[config.mk]
export PLATFORM = sky130hd
export DESIGN_NAME = axi3_slr_crossing
export DESIGN_NICKNAME = d
export VERILOG_FILES = /design/src/axi3_slice_pkg.sv /design/src/axi3_slr_crossing.sv /design/src/axi3_reg_slice.sv /design/src/reset_pipe.sv /design/src/axi_channel_slice.sv
export VERILOG_INCLUDE_DIRS = /design/src
export SDC_FILE = /design/constraint.sdc
export NUM_CORES = 1
export LEC_CHECK = 0
export BUFFER_PORTS_ARGS = -buffer_cell sky130_fd_sc_hd__buf_2
export CORE_MARGIN = 8
export CORE_UTILIZATION = 60
export CTS_BUF_LIST = sky130_fd_sc_hd__clkbuf_4
export DETAILED_ROUTE_END_ITERATION = 6
export HOLD_SLACK_MARGIN = 0.02
export MAX_ROUTING_LAYER = met4
export PLACE_DENSITY_LB_ADDON = 0.3
export SYNTH_ARGS = -nofsm -noshare
export SYNTH_HDL_FRONTEND = slang
export SYNTH_HIERARCHICAL = 1
export SYNTH_SLANG_ARGS = --single-unit
[constraint.sdc]
create_clock -name aclk -period 7.21 [get_ports aclk]
set_input_delay 1.8025 -clock aclk [delete_from_list [all_inputs] [get_ports aclk]]
set_output_delay 1.8025 -clock aclk [all_outputs]
set_load 0.01 [all_outputs]
[src/axi3_slice_macros.svh]
`ifndef AXI3_SLICE_MACROS_SVH
`define AXI3_SLICE_MACROS_SVH

// AXI3 bus widths shared by every slice
`define AXI3_ADDR_WID      32
`define AXI3_DATA_BYTE_WID 4
`define AXI3_ID_WID        4
`define AXI3_USER_WID      2

`define AXI3_DATA_WID      (`AXI3_DATA_BYTE_WID * 8)

// Number of register slices in series across the crossing
`define AXI3_NUM_SLICES    2

`endif
[src/axi3_slice_pkg.sv]
`default_nettype none

`include "axi3_slice_macros.svh"

package axi3_slice_pkg;

    typedef enum logic [1:0] {
        SLICE_BYPASS,
        SLICE_FORWARD,
        SLICE_REVERSE,
        SLICE_FULL
    } slice_mode_t;

    typedef struct packed {
        logic [`AXI3_ID_WID-1:0]   id;
        logic [`AXI3_ADDR_WID-1:0] addr;
        logic [3:0]                len;
        logic [2:0]                size;
        logic [1:0]                burst;
        logic [1:0]                lock;  // AXI3 keeps the two-bit lock field
        logic [3:0]                cache;
        logic [2:0]                prot;
        logic [3:0]                qos;
        logic [3:0]                region;
        logic [`AXI3_USER_WID-1:0] user;
    } addr_chan_t;

    typedef struct packed {
        logic [`AXI3_ID_WID-1:0]        id;  // Write interleaving ID
        logic [`AXI3_DATA_WID-1:0]      data;
        logic [`AXI3_DATA_BYTE_WID-1:0] strb;
        logic                           last;
        logic [`AXI3_USER_WID-1:0]      user;
    } w_chan_t;

    typedef struct packed {
        logic [`AXI3_ID_WID-1:0]   id;
        logic [1:0]                resp;
        logic [`AXI3_USER_WID-1:0] user;
    } b_chan_t;

    typedef struct packed {
        logic [`AXI3_ID_WID-1:0]   id;
        logic [`AXI3_DATA_WID-1:0] data;
        logic [1:0]                resp;
        logic                      last;
        logic [`AXI3_USER_WID-1:0] user;
    } r_chan_t;

    // Registered modes add a cycle, so the peripheral reset lags by one
    function automatic int reset_stages(input slice_mode_t mode);
        case (mode)
            SLICE_FORWARD,
            SLICE_FULL : return 1;
            default    : return 0;
        endcase
    endfunction

endpackage : axi3_slice_pkg

`default_nettype wire

[src/axi3_slr_crossing.sv]
`default_nettype none

`include "axi3_slice_macros.svh"

module axi3_slr_crossing #(
    parameter int                          NUM_SLICES = `AXI3_NUM_SLICES,
    parameter axi3_slice_pkg::slice_mode_t MODE       = axi3_slice_pkg::SLICE_FULL
) (
    input  logic                       aclk,
    input  logic                       reset,
    output logic                       m_reset,
    input  logic                       s_aw_valid,
    output logic                       s_aw_ready,
    input  axi3_slice_pkg::addr_chan_t s_aw_data,
    input  logic                       s_w_valid,
    output logic                       s_w_ready,
    input  axi3_slice_pkg::w_chan_t    s_w_data,
    output logic                       s_b_valid,
    input  logic                       s_b_ready,
    output axi3_slice_pkg::b_chan_t    s_b_data,
    input  logic                       s_ar_valid,
    output logic                       s_ar_ready,
    input  axi3_slice_pkg::addr_chan_t s_ar_data,
    output logic                       s_r_valid,
    input  logic                       s_r_ready,
    output axi3_slice_pkg::r_chan_t    s_r_data,
    output logic                       m_aw_valid,
    input  logic                       m_aw_ready,
    output axi3_slice_pkg::addr_chan_t m_aw_data,
    output logic                       m_w_valid,
    input  logic                       m_w_ready,
    output axi3_slice_pkg::w_chan_t    m_w_data,
    input  logic                       m_b_valid,
    output logic                       m_b_ready,
    input  axi3_slice_pkg::b_chan_t    m_b_data,
    output logic                       m_ar_valid,
    input  logic                       m_ar_ready,
    output axi3_slice_pkg::addr_chan_t m_ar_data,
    input  logic                       m_r_valid,
    output logic                       m_r_ready,
    input  axi3_slice_pkg::r_chan_t    m_r_data
);

    import axi3_slice_pkg::*;

    // Index 0 is the controller end and index NUM_SLICES the peripheral end
    logic [NUM_SLICES:0] rst;
    logic [NUM_SLICES:0] aw_valid, aw_ready, w_valid, w_ready, b_valid, b_ready;
    logic [NUM_SLICES:0] ar_valid, ar_ready, r_valid, r_ready;
    addr_chan_t          aw_data [NUM_SLICES+1];
    w_chan_t             w_data  [NUM_SLICES+1];
    b_chan_t             b_data  [NUM_SLICES+1];
    addr_chan_t          ar_data [NUM_SLICES+1];
    r_chan_t             r_data  [NUM_SLICES+1];

    assign rst[0]      = reset;
    assign aw_valid[0] = s_aw_valid;
    assign s_aw_ready  = aw_ready[0];
    assign aw_data[0]  = s_aw_data;
    assign w_valid[0]  = s_w_valid;
    assign s_w_ready   = w_ready[0];
    assign w_data[0]   = s_w_data;
    assign s_b_valid   = b_valid[0];
    assign b_ready[0]  = s_b_ready;
    assign s_b_data    = b_data[0];
    assign ar_valid[0] = s_ar_valid;
    assign s_ar_ready  = ar_ready[0];
    assign ar_data[0]  = s_ar_data;
    assign s_r_valid   = r_valid[0];
    assign r_ready[0]  = s_r_ready;
    assign s_r_data    = r_data[0];

    assign m_reset              = rst[NUM_SLICES];
    assign m_aw_valid           = aw_valid[NUM_SLICES];
    assign aw_ready[NUM_SLICES] = m_aw_ready;
    assign m_aw_data            = aw_data[NUM_SLICES];
    assign m_w_valid            = w_valid[NUM_SLICES];
    assign w_ready[NUM_SLICES]  = m_w_ready;
    assign m_w_data             = w_data[NUM_SLICES];
    assign b_valid[NUM_SLICES]  = m_b_valid;
    assign m_b_ready            = b_ready[NUM_SLICES];
    assign b_data[NUM_SLICES]   = m_b_data;
    assign m_ar_valid           = ar_valid[NUM_SLICES];
    assign ar_ready[NUM_SLICES] = m_ar_ready;
    assign m_ar_data            = ar_data[NUM_SLICES];
    assign r_valid[NUM_SLICES]  = m_r_valid;
    assign m_r_ready            = r_ready[NUM_SLICES];
    assign r_data[NUM_SLICES]   = m_r_data;

    generate
        for (genvar k = 0; k < NUM_SLICES; k++) begin : g_slice
            axi3_reg_slice #(.MODE(MODE)) i_reg_slice (
                .aclk,
                .reset     (rst[k]),  // Each stage leaves reset behind its neighbour
                .m_reset   (rst[k+1]),
                .s_aw_valid(aw_valid[k]),   .s_aw_ready(aw_ready[k]),   .s_aw_data(aw_data[k]),
                .s_w_valid (w_valid[k]),    .s_w_ready (w_ready[k]),    .s_w_data (w_data[k]),
                .s_b_valid (b_valid[k]),    .s_b_ready (b_ready[k]),    .s_b_data (b_data[k]),
                .s_ar_valid(ar_valid[k]),   .s_ar_ready(ar_ready[k]),   .s_ar_data(ar_data[k]),
                .s_r_valid (r_valid[k]),    .s_r_ready (r_ready[k]),    .s_r_data (r_data[k]),
                .m_aw_valid(aw_valid[k+1]), .m_aw_ready(aw_ready[k+1]), .m_aw_data(aw_data[k+1]),
                .m_w_valid (w_valid[k+1]),  .m_w_ready (w_ready[k+1]),  .m_w_data (w_data[k+1]),
                .m_b_valid (b_valid[k+1]),  .m_b_ready (b_ready[k+1]),  .m_b_data (b_data[k+1]),
                .m_ar_valid(ar_valid[k+1]), .m_ar_ready(ar_ready[k+1]), .m_ar_data(ar_data[k+1]),
                .m_r_valid (r_valid[k+1]),  .m_r_ready (r_ready[k+1]),  .m_r_data (r_data[k+1])
            );
        end
    endgenerate

endmodule : axi3_slr_crossing

`default_nettype wire

[src/axi3_reg_slice.sv]
`default_nettype none

module axi3_reg_slice #(
    parameter axi3_slice_pkg::slice_mode_t MODE = axi3_slice_pkg::SLICE_FULL
) (
    input  logic                       aclk,
    input  logic                       reset,
    output logic                       m_reset,
    input  logic                       s_aw_valid,
    output logic                       s_aw_ready,
    input  axi3_slice_pkg::addr_chan_t s_aw_data,
    input  logic                       s_w_valid,
    output logic                       s_w_ready,
    input  axi3_slice_pkg::w_chan_t    s_w_data,
    output logic                       s_b_valid,
    input  logic                       s_b_ready,
    output axi3_slice_pkg::b_chan_t    s_b_data,
    input  logic                       s_ar_valid,
    output logic                       s_ar_ready,
    input  axi3_slice_pkg::addr_chan_t s_ar_data,
    output logic                       s_r_valid,
    input  logic                       s_r_ready,
    output axi3_slice_pkg::r_chan_t    s_r_data,
    output logic                       m_aw_valid,
    input  logic                       m_aw_ready,
    output axi3_slice_pkg::addr_chan_t m_aw_data,
    output logic                       m_w_valid,
    input  logic                       m_w_ready,
    output axi3_slice_pkg::w_chan_t    m_w_data,
    input  logic                       m_b_valid,
    output logic                       m_b_ready,
    input  axi3_slice_pkg::b_chan_t    m_b_data,
    output logic                       m_ar_valid,
    input  logic                       m_ar_ready,
    output axi3_slice_pkg::addr_chan_t m_ar_data,
    input  logic                       m_r_valid,
    output logic                       m_r_ready,
    input  axi3_slice_pkg::r_chan_t    m_r_data
);

    import axi3_slice_pkg::*;

    axi_channel_slice #(.PAYLOAD_T(addr_chan_t), .MODE(MODE)) i_aw_slice (
        .aclk, .reset,
        .s_valid(s_aw_valid), .s_ready(s_aw_ready), .s_data(s_aw_data),
        .m_valid(m_aw_valid), .m_ready(m_aw_ready), .m_data(m_aw_data)
    );

    axi_channel_slice #(.PAYLOAD_T(w_chan_t), .MODE(MODE)) i_w_slice (
        .aclk, .reset,
        .s_valid(s_w_valid), .s_ready(s_w_ready), .s_data(s_w_data),
        .m_valid(m_w_valid), .m_ready(m_w_ready), .m_data(m_w_data)
    );

    // Response channels flow from the peripheral back to the controller
    axi_channel_slice #(.PAYLOAD_T(b_chan_t), .MODE(MODE)) i_b_slice (
        .aclk, .reset,
        .s_valid(m_b_valid), .s_ready(m_b_ready), .s_data(m_b_data),
        .m_valid(s_b_valid), .m_ready(s_b_ready), .m_data(s_b_data)
    );

    axi_channel_slice #(.PAYLOAD_T(addr_chan_t), .MODE(MODE)) i_ar_slice (
        .aclk, .reset,
        .s_valid(s_ar_valid), .s_ready(s_ar_ready), .s_data(s_ar_data),
        .m_valid(m_ar_valid), .m_ready(m_ar_ready), .m_data(m_ar_data)
    );

    axi_channel_slice #(.PAYLOAD_T(r_chan_t), .MODE(MODE)) i_r_slice (
        .aclk, .reset,
        .s_valid(m_r_valid), .s_ready(m_r_ready), .s_data(m_r_data),
        .m_valid(s_r_valid), .m_ready(s_r_ready), .m_data(s_r_data)
    );

    reset_pipe #(.STAGES(reset_stages(MODE))) i_reset_pipe (
        .aclk,
        .reset,
        .reset_out(m_reset)
    );

endmodule : axi3_reg_slice

`default_nettype wire

[src/reset_pipe.sv]
`default_nettype none

module reset_pipe #(
    parameter int STAGES = 1
) (
    input  logic aclk,
    input  logic reset,
    output logic reset_out
);

    generate
        if (STAGES == 0) begin : g_wire
            assign reset_out = reset;
        end else begin : g_pipe
            logic pipe [STAGES];

            always_ff @(posedge aclk) begin
                pipe[0] <= reset;
                for (int i = 1; i < STAGES; i++) begin
                    pipe[i] <= pipe[i-1];
                end
            end

            assign reset_out = pipe[STAGES-1];
        end
    endgenerate

endmodule : reset_pipe

`default_nettype wire

[src/axi_channel_slice.sv]
`default_nettype none

module axi_channel_slice #(
    parameter type                         PAYLOAD_T = logic,
    parameter axi3_slice_pkg::slice_mode_t MODE      = axi3_slice_pkg::SLICE_FULL
) (
    input  logic     aclk,
    input  logic     reset,
    input  logic     s_valid,
    output logic     s_ready,
    input  PAYLOAD_T s_data,
    output logic     m_valid,
    input  logic     m_ready,
    output PAYLOAD_T m_data
);

    import axi3_slice_pkg::*;

    generate
        if (MODE == SLICE_FULL) begin : g_full
            logic     main_valid;
            logic     skid_valid;
            logic     main_load;
            PAYLOAD_T main_data;
            PAYLOAD_T skid_data;

            assign main_load = !main_valid || m_ready;  // Output entry is free this cycle

            // Ready is its own flop and tracks an empty skid entry outside reset
            always_ff @(posedge aclk) begin
                if (reset) begin
                    main_valid <= 1'b0;
                    skid_valid <= 1'b0;
                    s_ready    <= 1'b0;
                end else if (main_load) begin
                    main_valid <= skid_valid || (s_valid && s_ready);
                    skid_valid <= 1'b0;
                    s_ready    <= 1'b1;
                end else if (s_valid && s_ready) begin
                    skid_valid <= 1'b1;  // Output stalled so the beat parks here
                    s_ready    <= 1'b0;
                end
            end

            always_ff @(posedge aclk) begin
                if (main_load) begin
                    main_data <= skid_valid ? skid_data : s_data;
                end
                if (!main_load && s_ready) begin
                    skid_data <= s_data;
                end
            end

            assign m_valid = main_valid;
            assign m_data  = main_data;

            // A slice holding two beats takes no third one
            assert property (@(posedge aclk) disable iff (reset)
                main_valid && skid_valid |-> !(s_valid && s_ready));
        end else if (MODE == SLICE_FORWARD) begin : g_forward
            logic     main_valid;
            PAYLOAD_T main_data;

            assign s_ready = !main_valid || m_ready;

            always_ff @(posedge aclk) begin
                if (reset) begin
                    main_valid <= 1'b0;
                end else if (s_ready) begin
                    main_valid <= s_valid;
                end
            end

            always_ff @(posedge aclk) begin
                if (s_ready) begin
                    main_data <= s_data;
                end
            end

            assign m_valid = main_valid;
            assign m_data  = main_data;
        end else if (MODE == SLICE_REVERSE) begin : g_reverse
            logic     skid_valid;
            PAYLOAD_T skid_data;

            always_ff @(posedge aclk) begin
                if (reset) begin
                    skid_valid <= 1'b0;
                end else if (skid_valid) begin
                    skid_valid <= !m_ready;
                end else begin
                    skid_valid <= s_valid && !m_ready;  // Catch the beat the output refused
                end
            end

            always_ff @(posedge aclk) begin
                if (!skid_valid) begin
                    skid_data <= s_data;
                end
            end

            assign s_ready = !skid_valid;
            assign m_valid = skid_valid || s_valid;
            assign m_data  = skid_valid ? skid_data : s_data;
        end else begin : g_bypass
            assign s_ready = m_ready;
            assign m_valid = s_valid;
            assign m_data  = s_data;
        end
    endgenerate

    // An offered output beat holds steady until it is taken
    assert property (@(posedge aclk) disable iff (reset)
        m_valid && !m_ready |=> m_valid && $stable(m_data));

endmodule : axi_channel_slice

`default_nettype wire

==> results.py, run 1 <==
metrics = {
    "floorplanning": {
        "rows": 88,
        "initial_core_util_pct": 60.31,
        "die_w_um": 255.9,
        "die_h_um": 255.9,
        "dieArea_sq_um": 65480,
        "core_sq_um": 57250,
        "io_pins": 463,
    },
    "sta": {
        "fin_ws_ps": 3832,
        "hold_violations": 0,
        "min_period_over_period_pct": 46.86,
        "relSlewSlack_pct": 18.91,
        "final.setup_skew_ps": 61.30,
        "fmax_ghz": 0.2960,
        "setup_viol": 0,
        "rsz0062_at_grt": "false",
        "finalMaxSlewViolations": 0,
        "fin_setup_tns_ps": 0,
        "layout_min_cycle_time_ps": 3378,
        "worst_slew_pin_slew_ps": 1213,
    },
    "worst_hold_path": {
        "hp-class": "reg2reg",
        "min_from": "g_slice[0].i_reg_slice/i_aw_slice/m_data[16]",
        "hold_depth": 0,
    },
    "clock_network": {
        "cts_htree_levels": 4,
        "clkLatencyLatePin_ps": 960,
        "clock-sinks": 912,
        "hold_buffers": 0,
        "root_buffer": "clkbuf_4",
        "clk_pin_slew_ps": 60,
        "cts_max_path_buffers": 3,
        "cts_tree": "built",
        "cts-resized-gates": 0,
        "cts_setup_buffers": 0,
        "cts_buffers": 213,
    },
    "critical_path": {
        "cp_cell_sequence": "buf_2",
        "critPathBufInv": 1,
        "cpPeakStageDelay_ps": 450,
        "r2r_start": "g_slice[1].i_reg_slice/i_ar_slice/s_ready",
        "cp_top_family": "flip-flops",
        "regToRegSetupSlack_ps": 4660,
        "path_class": "reg2out",
        "arrival_ps": 1580,
        "worstPathMaxFanout": 1,
        "cp_slowest_cell": "edfxtp_1",
        "reg2reg_depth": 3,
        "timing.critical_path.required_ps": 5410,
        "critPathCaptureType": "output pin",
        "start_kind": "flop",
    },
    "detailed_routing": {
        "wire_per_inst_um": 21.05,
        "drcViolationCount": 0,
        "drt_iter0_drc": 905,
        "first_pass_iters": 5,
        "vias_per_cell": 5.184,
        "drtAntennaViolNets": 0,
        "route.vias.total": 15860,
        "finalWirelength_mm": 64.41,
    },
    "global_route": {
        "antenna_found_initial": 19,
        "grt_pass1_wl_mm": 97.92,
        "gr-total-overflow": 0,
        "grt_use_total_pct": 19.96,
        "grt_pass1_vias": 17110,
        "grt_max_degree": 69,
    },
    "yosys": {
        "syn_area_sq_um": 34530,
        "synth_cell_type_count": 14,
        "yosys_warnings": 6,
        "ys_ff_latch": 912,
        "yosysSeqAreaShare_pct": 78.38,
        "synth_nets": 1714,
        "avgSynthCellArea_sq_um": 23.30,
        "syn_inst": 1482,
    },
    "finish": {
        "regArea_sq_um": 27090,
        "nNetsFinal": 2358,
        "drive_gt1_share_pct": 55.83,
        "area_growth_pct": 15.84,
        "multi_input_area_sq_um": 6849,
        "fillerInstances": 3573,
    },
    "placed_design": {
        "io_buffers": 462,
        "dp_hpwl_mm": 42.84,
        "place_congestion": 0.8034,
        "post-place-ws_ps": 3363,
    },
    "outcome": {
        "status": "completed",
    },
    "power": {
        "power_density_nw_per_um2": 264.9,
        "total_leakage_power_nw": 15.24,
        "vdd_drop_max_uv": 186.3,
    },
    "job": {
        "maxCapViolCount": 0,
    },
}
layout by cell type, fill, tap and decap left out:
cell type and instances:
clkinvlp_4 2, diode_2 22, bufinv_16 2, a21oi_1 20
mux2_4 368, inv_1 10, inv_2 4, clkinv_1 46
nand2b_2 4, nor2_4 8, inv_6 3, buf_4 17
nor2b_1 10, buf_2 462, nor2_1 2, o21ba_2 10
dfxtp_4 4, clkbuf_4 304, nor3_1 10, dfxtp_2 4
nand2b_4 4, nand2b_1 2, mux2_2 72, clkinv_2 1
edfxtp_1 880, dfxtp_1 24
per-stage QoR:
stage	area, sq um	utilization, %	hold slack [ps]	power (mW)	cells
finish	40000	69.86	417.5	10.60	3060
global placement	37370	65.27	426.9	6.825	2676
CTS	39950	69.77	419.9	10.76	3038
global route	39990	69.85	431.0	11.06	3057
detailed placement	37370	65.27	432.1	6.852	2676
floorplan	34530	-	422.2	6.561	1482
cells in the mapped netlist:
cell type  instances  share of area [%]
a21oi_1           20               0.29
buf_12            16               0.93
buf_2              4              0.058
buf_6             30               0.98
dfxtp_1           32                1.9
edfxtp_1         880                 77
inv_1             10               0.11
mux2_2            72                2.3
mux2_4           368                 16
nand2b_1          10               0.18
nor2_1            10               0.11
nor2b_1           10               0.18
nor3_1            10               0.14
o21ba_2           10               0.29
cell families (layout without fill, tap and decap cells):
group	count (synthesis)	in the layout	share of synthesized area, %
buf+inv	60	851	2.073
compound gates	30	30	0.5798
flops	912	912	78.38
mux	440	440	18.35
other cells	0	22	0
simple gates	40	40	0.6160
layer usage:
metal	vias to the layer above	wire [um]	part of all wire, %	global-route usage (%)
li1	7343	-	-	-
met1	7926	25800	40	22.83
met2	515	32620	51	32.01
met3	80	4564	7.1	7.215
met4	0	1421	2.2	8.121
met5	-	0	0	-
report_power, final:
| group | switching (mW) | internal, mW | leakage, nW | total [mW] |
|---|---|---|---|---|
| clock network | 1.87 | 2.00 | 1.53 | 3.87 |
| logic | 0.252 | 0.303 | 4.85 | 0.555 |
| registers | 0.105 | 6.07 | 8.86 | 6.17 |
| total | 2.23 | 8.37 | 15.2 | 10.6 |
layout make-up:
class                      count  share of cell area (%)
antenna                       22                  0.1376
clock buffer                 304                   5.705
clock inverter                58                  0.7351
inverter                      10                 0.09384
multi-input combinational    510                   17.12
sequential                   912                   67.71
tap                          765                   2.393
timing repair buffer         479                   6.099
registers in the layout, indices dropped and copies added, names as in the netlist, 16 cells and up:
name / cells
g_slice.i_reg_slice/i_ar_slice/m_data: 128
g_slice.i_reg_slice/i_b_slice/m_data: 16
g_slice.i_reg_slice/i_b_slice/g_full.skid_data: 16
g_slice.i_reg_slice/i_w_slice/g_full.skid_data: 86
g_slice.i_reg_slice/i_ar_slice/g_full.skid_data: 128
g_slice.i_reg_slice/i_aw_slice/m_data: 128
g_slice.i_reg_slice/i_r_slice/m_data: 82
g_slice.i_reg_slice/i_w_slice/m_data: 86
g_slice.i_reg_slice/i_aw_slice/g_full.skid_data: 128
g_slice.i_reg_slice/i_r_slice/g_full.skid_data: 82
how the worst max path moves through the flow:
stage | start | end | slack (ps) | cells past startpoint
3_5_place_dp | m_ar_ready | flop | 3360 | 4
6_report | g_slice[1].i_reg_slice/i_w_slice/m_data[33] | m_w_data[33] | 3830 | 1
5_1_grt | g_slice[1].i_reg_slice/i_w_slice/m_data[33] | m_w_data[33] | 3690 | 1
3_3_place_gp | m_ar_ready | flop | 3410 | 4
2_1_floorplan | m_ar_ready | flop | 470 | 2
4_1_cts | g_slice[1].i_reg_slice/i_w_slice/m_data[33] | m_w_data[33] | 3660 | 1
Note: power is estimated with default switching activity, not from simulation.
==> run 2: changes to the inputs <==
--- a/config.mk
+++ b/config.mk
@@ -8,7 +8,7 @@
 export LEC_CHECK = 0
 export BUFFER_PORTS_ARGS = -buffer_cell sky130_fd_sc_hd__buf_2
 export CORE_MARGIN = 8
-export CORE_UTILIZATION = 60
+export CORE_UTILIZATION = 54
 export CTS_BUF_LIST = sky130_fd_sc_hd__clkbuf_4
 export DETAILED_ROUTE_END_ITERATION = 6
 export HOLD_SLACK_MARGIN = 0.02
==> constraint.sdc (replaced) <==
create_clock -name aclk -period 2.87 [get_ports aclk]
set_input_delay 0.7175 -clock aclk [delete_from_list [all_inputs] [get_ports aclk]]
set_output_delay 0.7175 -clock aclk [all_outputs]
set_load 0.01 [all_outputs]
==> run 2 against run 1 <==
Net effect:
- non-clock buffer count rose by 244
- die area grew 10%
- critical path depth unchanged
- total power rose to 2.6 times the previous value
- combinational power increased to 3.1 times the previous value
- via count is 7.5% higher
- first-iteration DRC count unchanged
- hold slack got worse by 130 ps
- worst setup slack worse by 3300 ps
==> results.py, run 2 (synthesis results as in run 1) <==
metrics = {
    "critical_path": {
        "reg2reg_depth": 3,
        "cpPeakStageDelay_ps": 450,
        "path_class": "reg2out",
        "critPathBufInv": 1,
        "arrival_ps": 1600,
        "regToRegSetupSlack_ps": 1020,
        "r2r_start": "g_slice[0].i_reg_slice/i_aw_slice/m_valid",
        "cp_cell_sequence": "buf_2",
        "worstPathMaxFanout": 2,
        "critPathCaptureType": "output pin",
        "start_kind": "flop",
        "timing.critical_path.required_ps": 2150,
        "crit_start": "g_slice[1].i_reg_slice/i_ar_slice/m_valid",
        "cp_top_family": "flip-flops",
        "cp_slowest_cell": "dfxtp_1",
    },
    "sta": {
        "fmax_ghz": 0.4310,
        "finalMaxSlewViolations": 0,
        "min_period_over_period_pct": 80.85,
        "rsz0062_at_grt": "false",
        "layout_min_cycle_time_ps": 2320,
        "final.setup_skew_ps": 69.65,
        "hold_violations": 0,
        "worst_slew_pin_slew_ps": 967.7,
        "relSlewSlack_pct": 35.40,
        "fin_setup_tns_ps": 0,
        "fin_ws_ps": 549.6,
        "setup_viol": 0,
        "holdWs_ps": 285.2,
    },
    "floorplanning": {
        "die_h_um": 268.9,
        "rows": 92,
        "die_w_um": 268.9,
        "core_sq_um": 63200,
        "dieArea_sq_um": 72290,
        "io_pins": 463,
        "initial_core_util_pct": 54.64,
    },
    "global_route": {
        "gr-total-overflow": 0,
        "grt_use_total_pct": 19.87,
        "antenna_found_initial": 14,
        "grt_pass1_wl_mm": 105.9,
        "grt_max_degree": 68,
        "grt_pass1_vias": 18590,
    },
    "detailed_routing": {
        "wire_per_inst_um": 20.82,
        "route.vias.total": 17050,
        "drtAntennaViolNets": 0,
        "finalWirelength_mm": 70.93,
        "drcViolationCount": 0,
        "drt_iter0_drc": 905,
        "first_pass_iters": 5,
        "vias_per_cell": 5.004,
    },
    "clock_network": {
        "cts_buffers": 216,
        "cts_tree": "built",
        "clk_pin_slew_ps": 70,
        "root_buffer": "clkbuf_4",
        "cts_max_path_buffers": 3,
        "cts_setup_buffers": 0,
        "cts-resized-gates": 0,
        "cts_htree_levels": 4,
        "clkLatencyLatePin_ps": 970,
        "clock-sinks": 912,
        "hold_buffers": 226,
    },
    "placed_design": {
        "place_congestion": 0.8371,
        "io_buffers": 462,
        "dp_hpwl_mm": 45.36,
        "placedInstanceArea_sq_um": 37780,
        "post-place-ws_ps": 739.5,
    },
    "finish": {
        "nNetsFinal": 2605,
        "area_growth_pct": 24.02,
        "drive_gt1_share_pct": 51.57,
        "final_common_cell": "edfxtp_1",
        "design_area_sq_um": 42830,
        "final_cell_mix": "edfxtp_1, buf_2, mux2_4",
    },
    "power": {
        "total_leakage_power_nw": 16.41,
        "power_density_nw_per_um2": 638.9,
        "vdd_drop_max_uv": 364.0,
    },
    "outcome": {
        "status": "completed",
    },
    "worst_hold_path": {
        "hp-class": "in2reg",
        "min_from": "s_r_ready",
        "hold_depth": 3,
    },
    "job": {
        "maxCapViolCount": 0,
    },
}
-- run 2: changes by cell type in the layout (fill, tap and decap cells not counted) --
cell and change:
buf_12 +14, buf_4 +4, bufinv_16 -2, clkbuf_4 +24, clkinv_1 +3, clkinv_2 +1
clkinvlp_4 +3, diode_2 -7, dlygate4sd3_1 +226, inv_2 -1, inv_6 -1, inv_8 +2
-- run 2: layout make-up --
class,instances,area [sq um]
timing repair buffer,723,5012
clock inverter,63,282.8
clock buffer,328,2462
antenna,15,37.54
tap,846,1059
multi-input combinational,510,6849
inverter,10,37.54
sequential,912,27090
fill,4025,20370
-- run 2: through the flow --
step                utilization [%]  total power, mW  std cells
floorplan                         -            16.48       1482
global placement              59.78            17.18       2775
detailed placement            59.78            17.24       2775
CTS                           67.71            27.69       3392
global route                  67.77            28.57       3407
finish                        67.77            27.36       3407
-- run 2: worst max-delay path by stage --
stage                                                             end  slack (ps)  cells past startpoint
after global routing                                       m_ar_valid         390                      1
after detailed placement                                         flop         740                      4
after global placement    g_slice[1].i_reg_slice/i_ar_slice/m_data[5]         780                      3
final                                                      m_ar_valid         550                      1
after floorplan                                                  flop         130                      2
after CTS                                                  m_ar_valid         370                      1
-- run 2: worst min-delay path: cells and delay by family --
kind / cells / cell delay [ps]
and+or+nand+nor: 2 / 250
buffers and inverters: 1 / 80
-- run 2: per-layer routing --
layer | track usage [%] | share of wire (%) | wire length [um]
met5 | - | 0 | 0
met4 | 8.771 | 2.9 | 2040
met3 | 5.644 | 6.7 | 4756
met2 | 32.06 | 51 | 36090
met1 | 23.30 | 40 | 28040
-- run 2: where the power goes --
group	switching (mW)	internal (mW)	leakage [nW]
sequential	0.276	15.2	8.86
combinational	0.723	0.975	5.91
clock	4.93	5.22	1.63
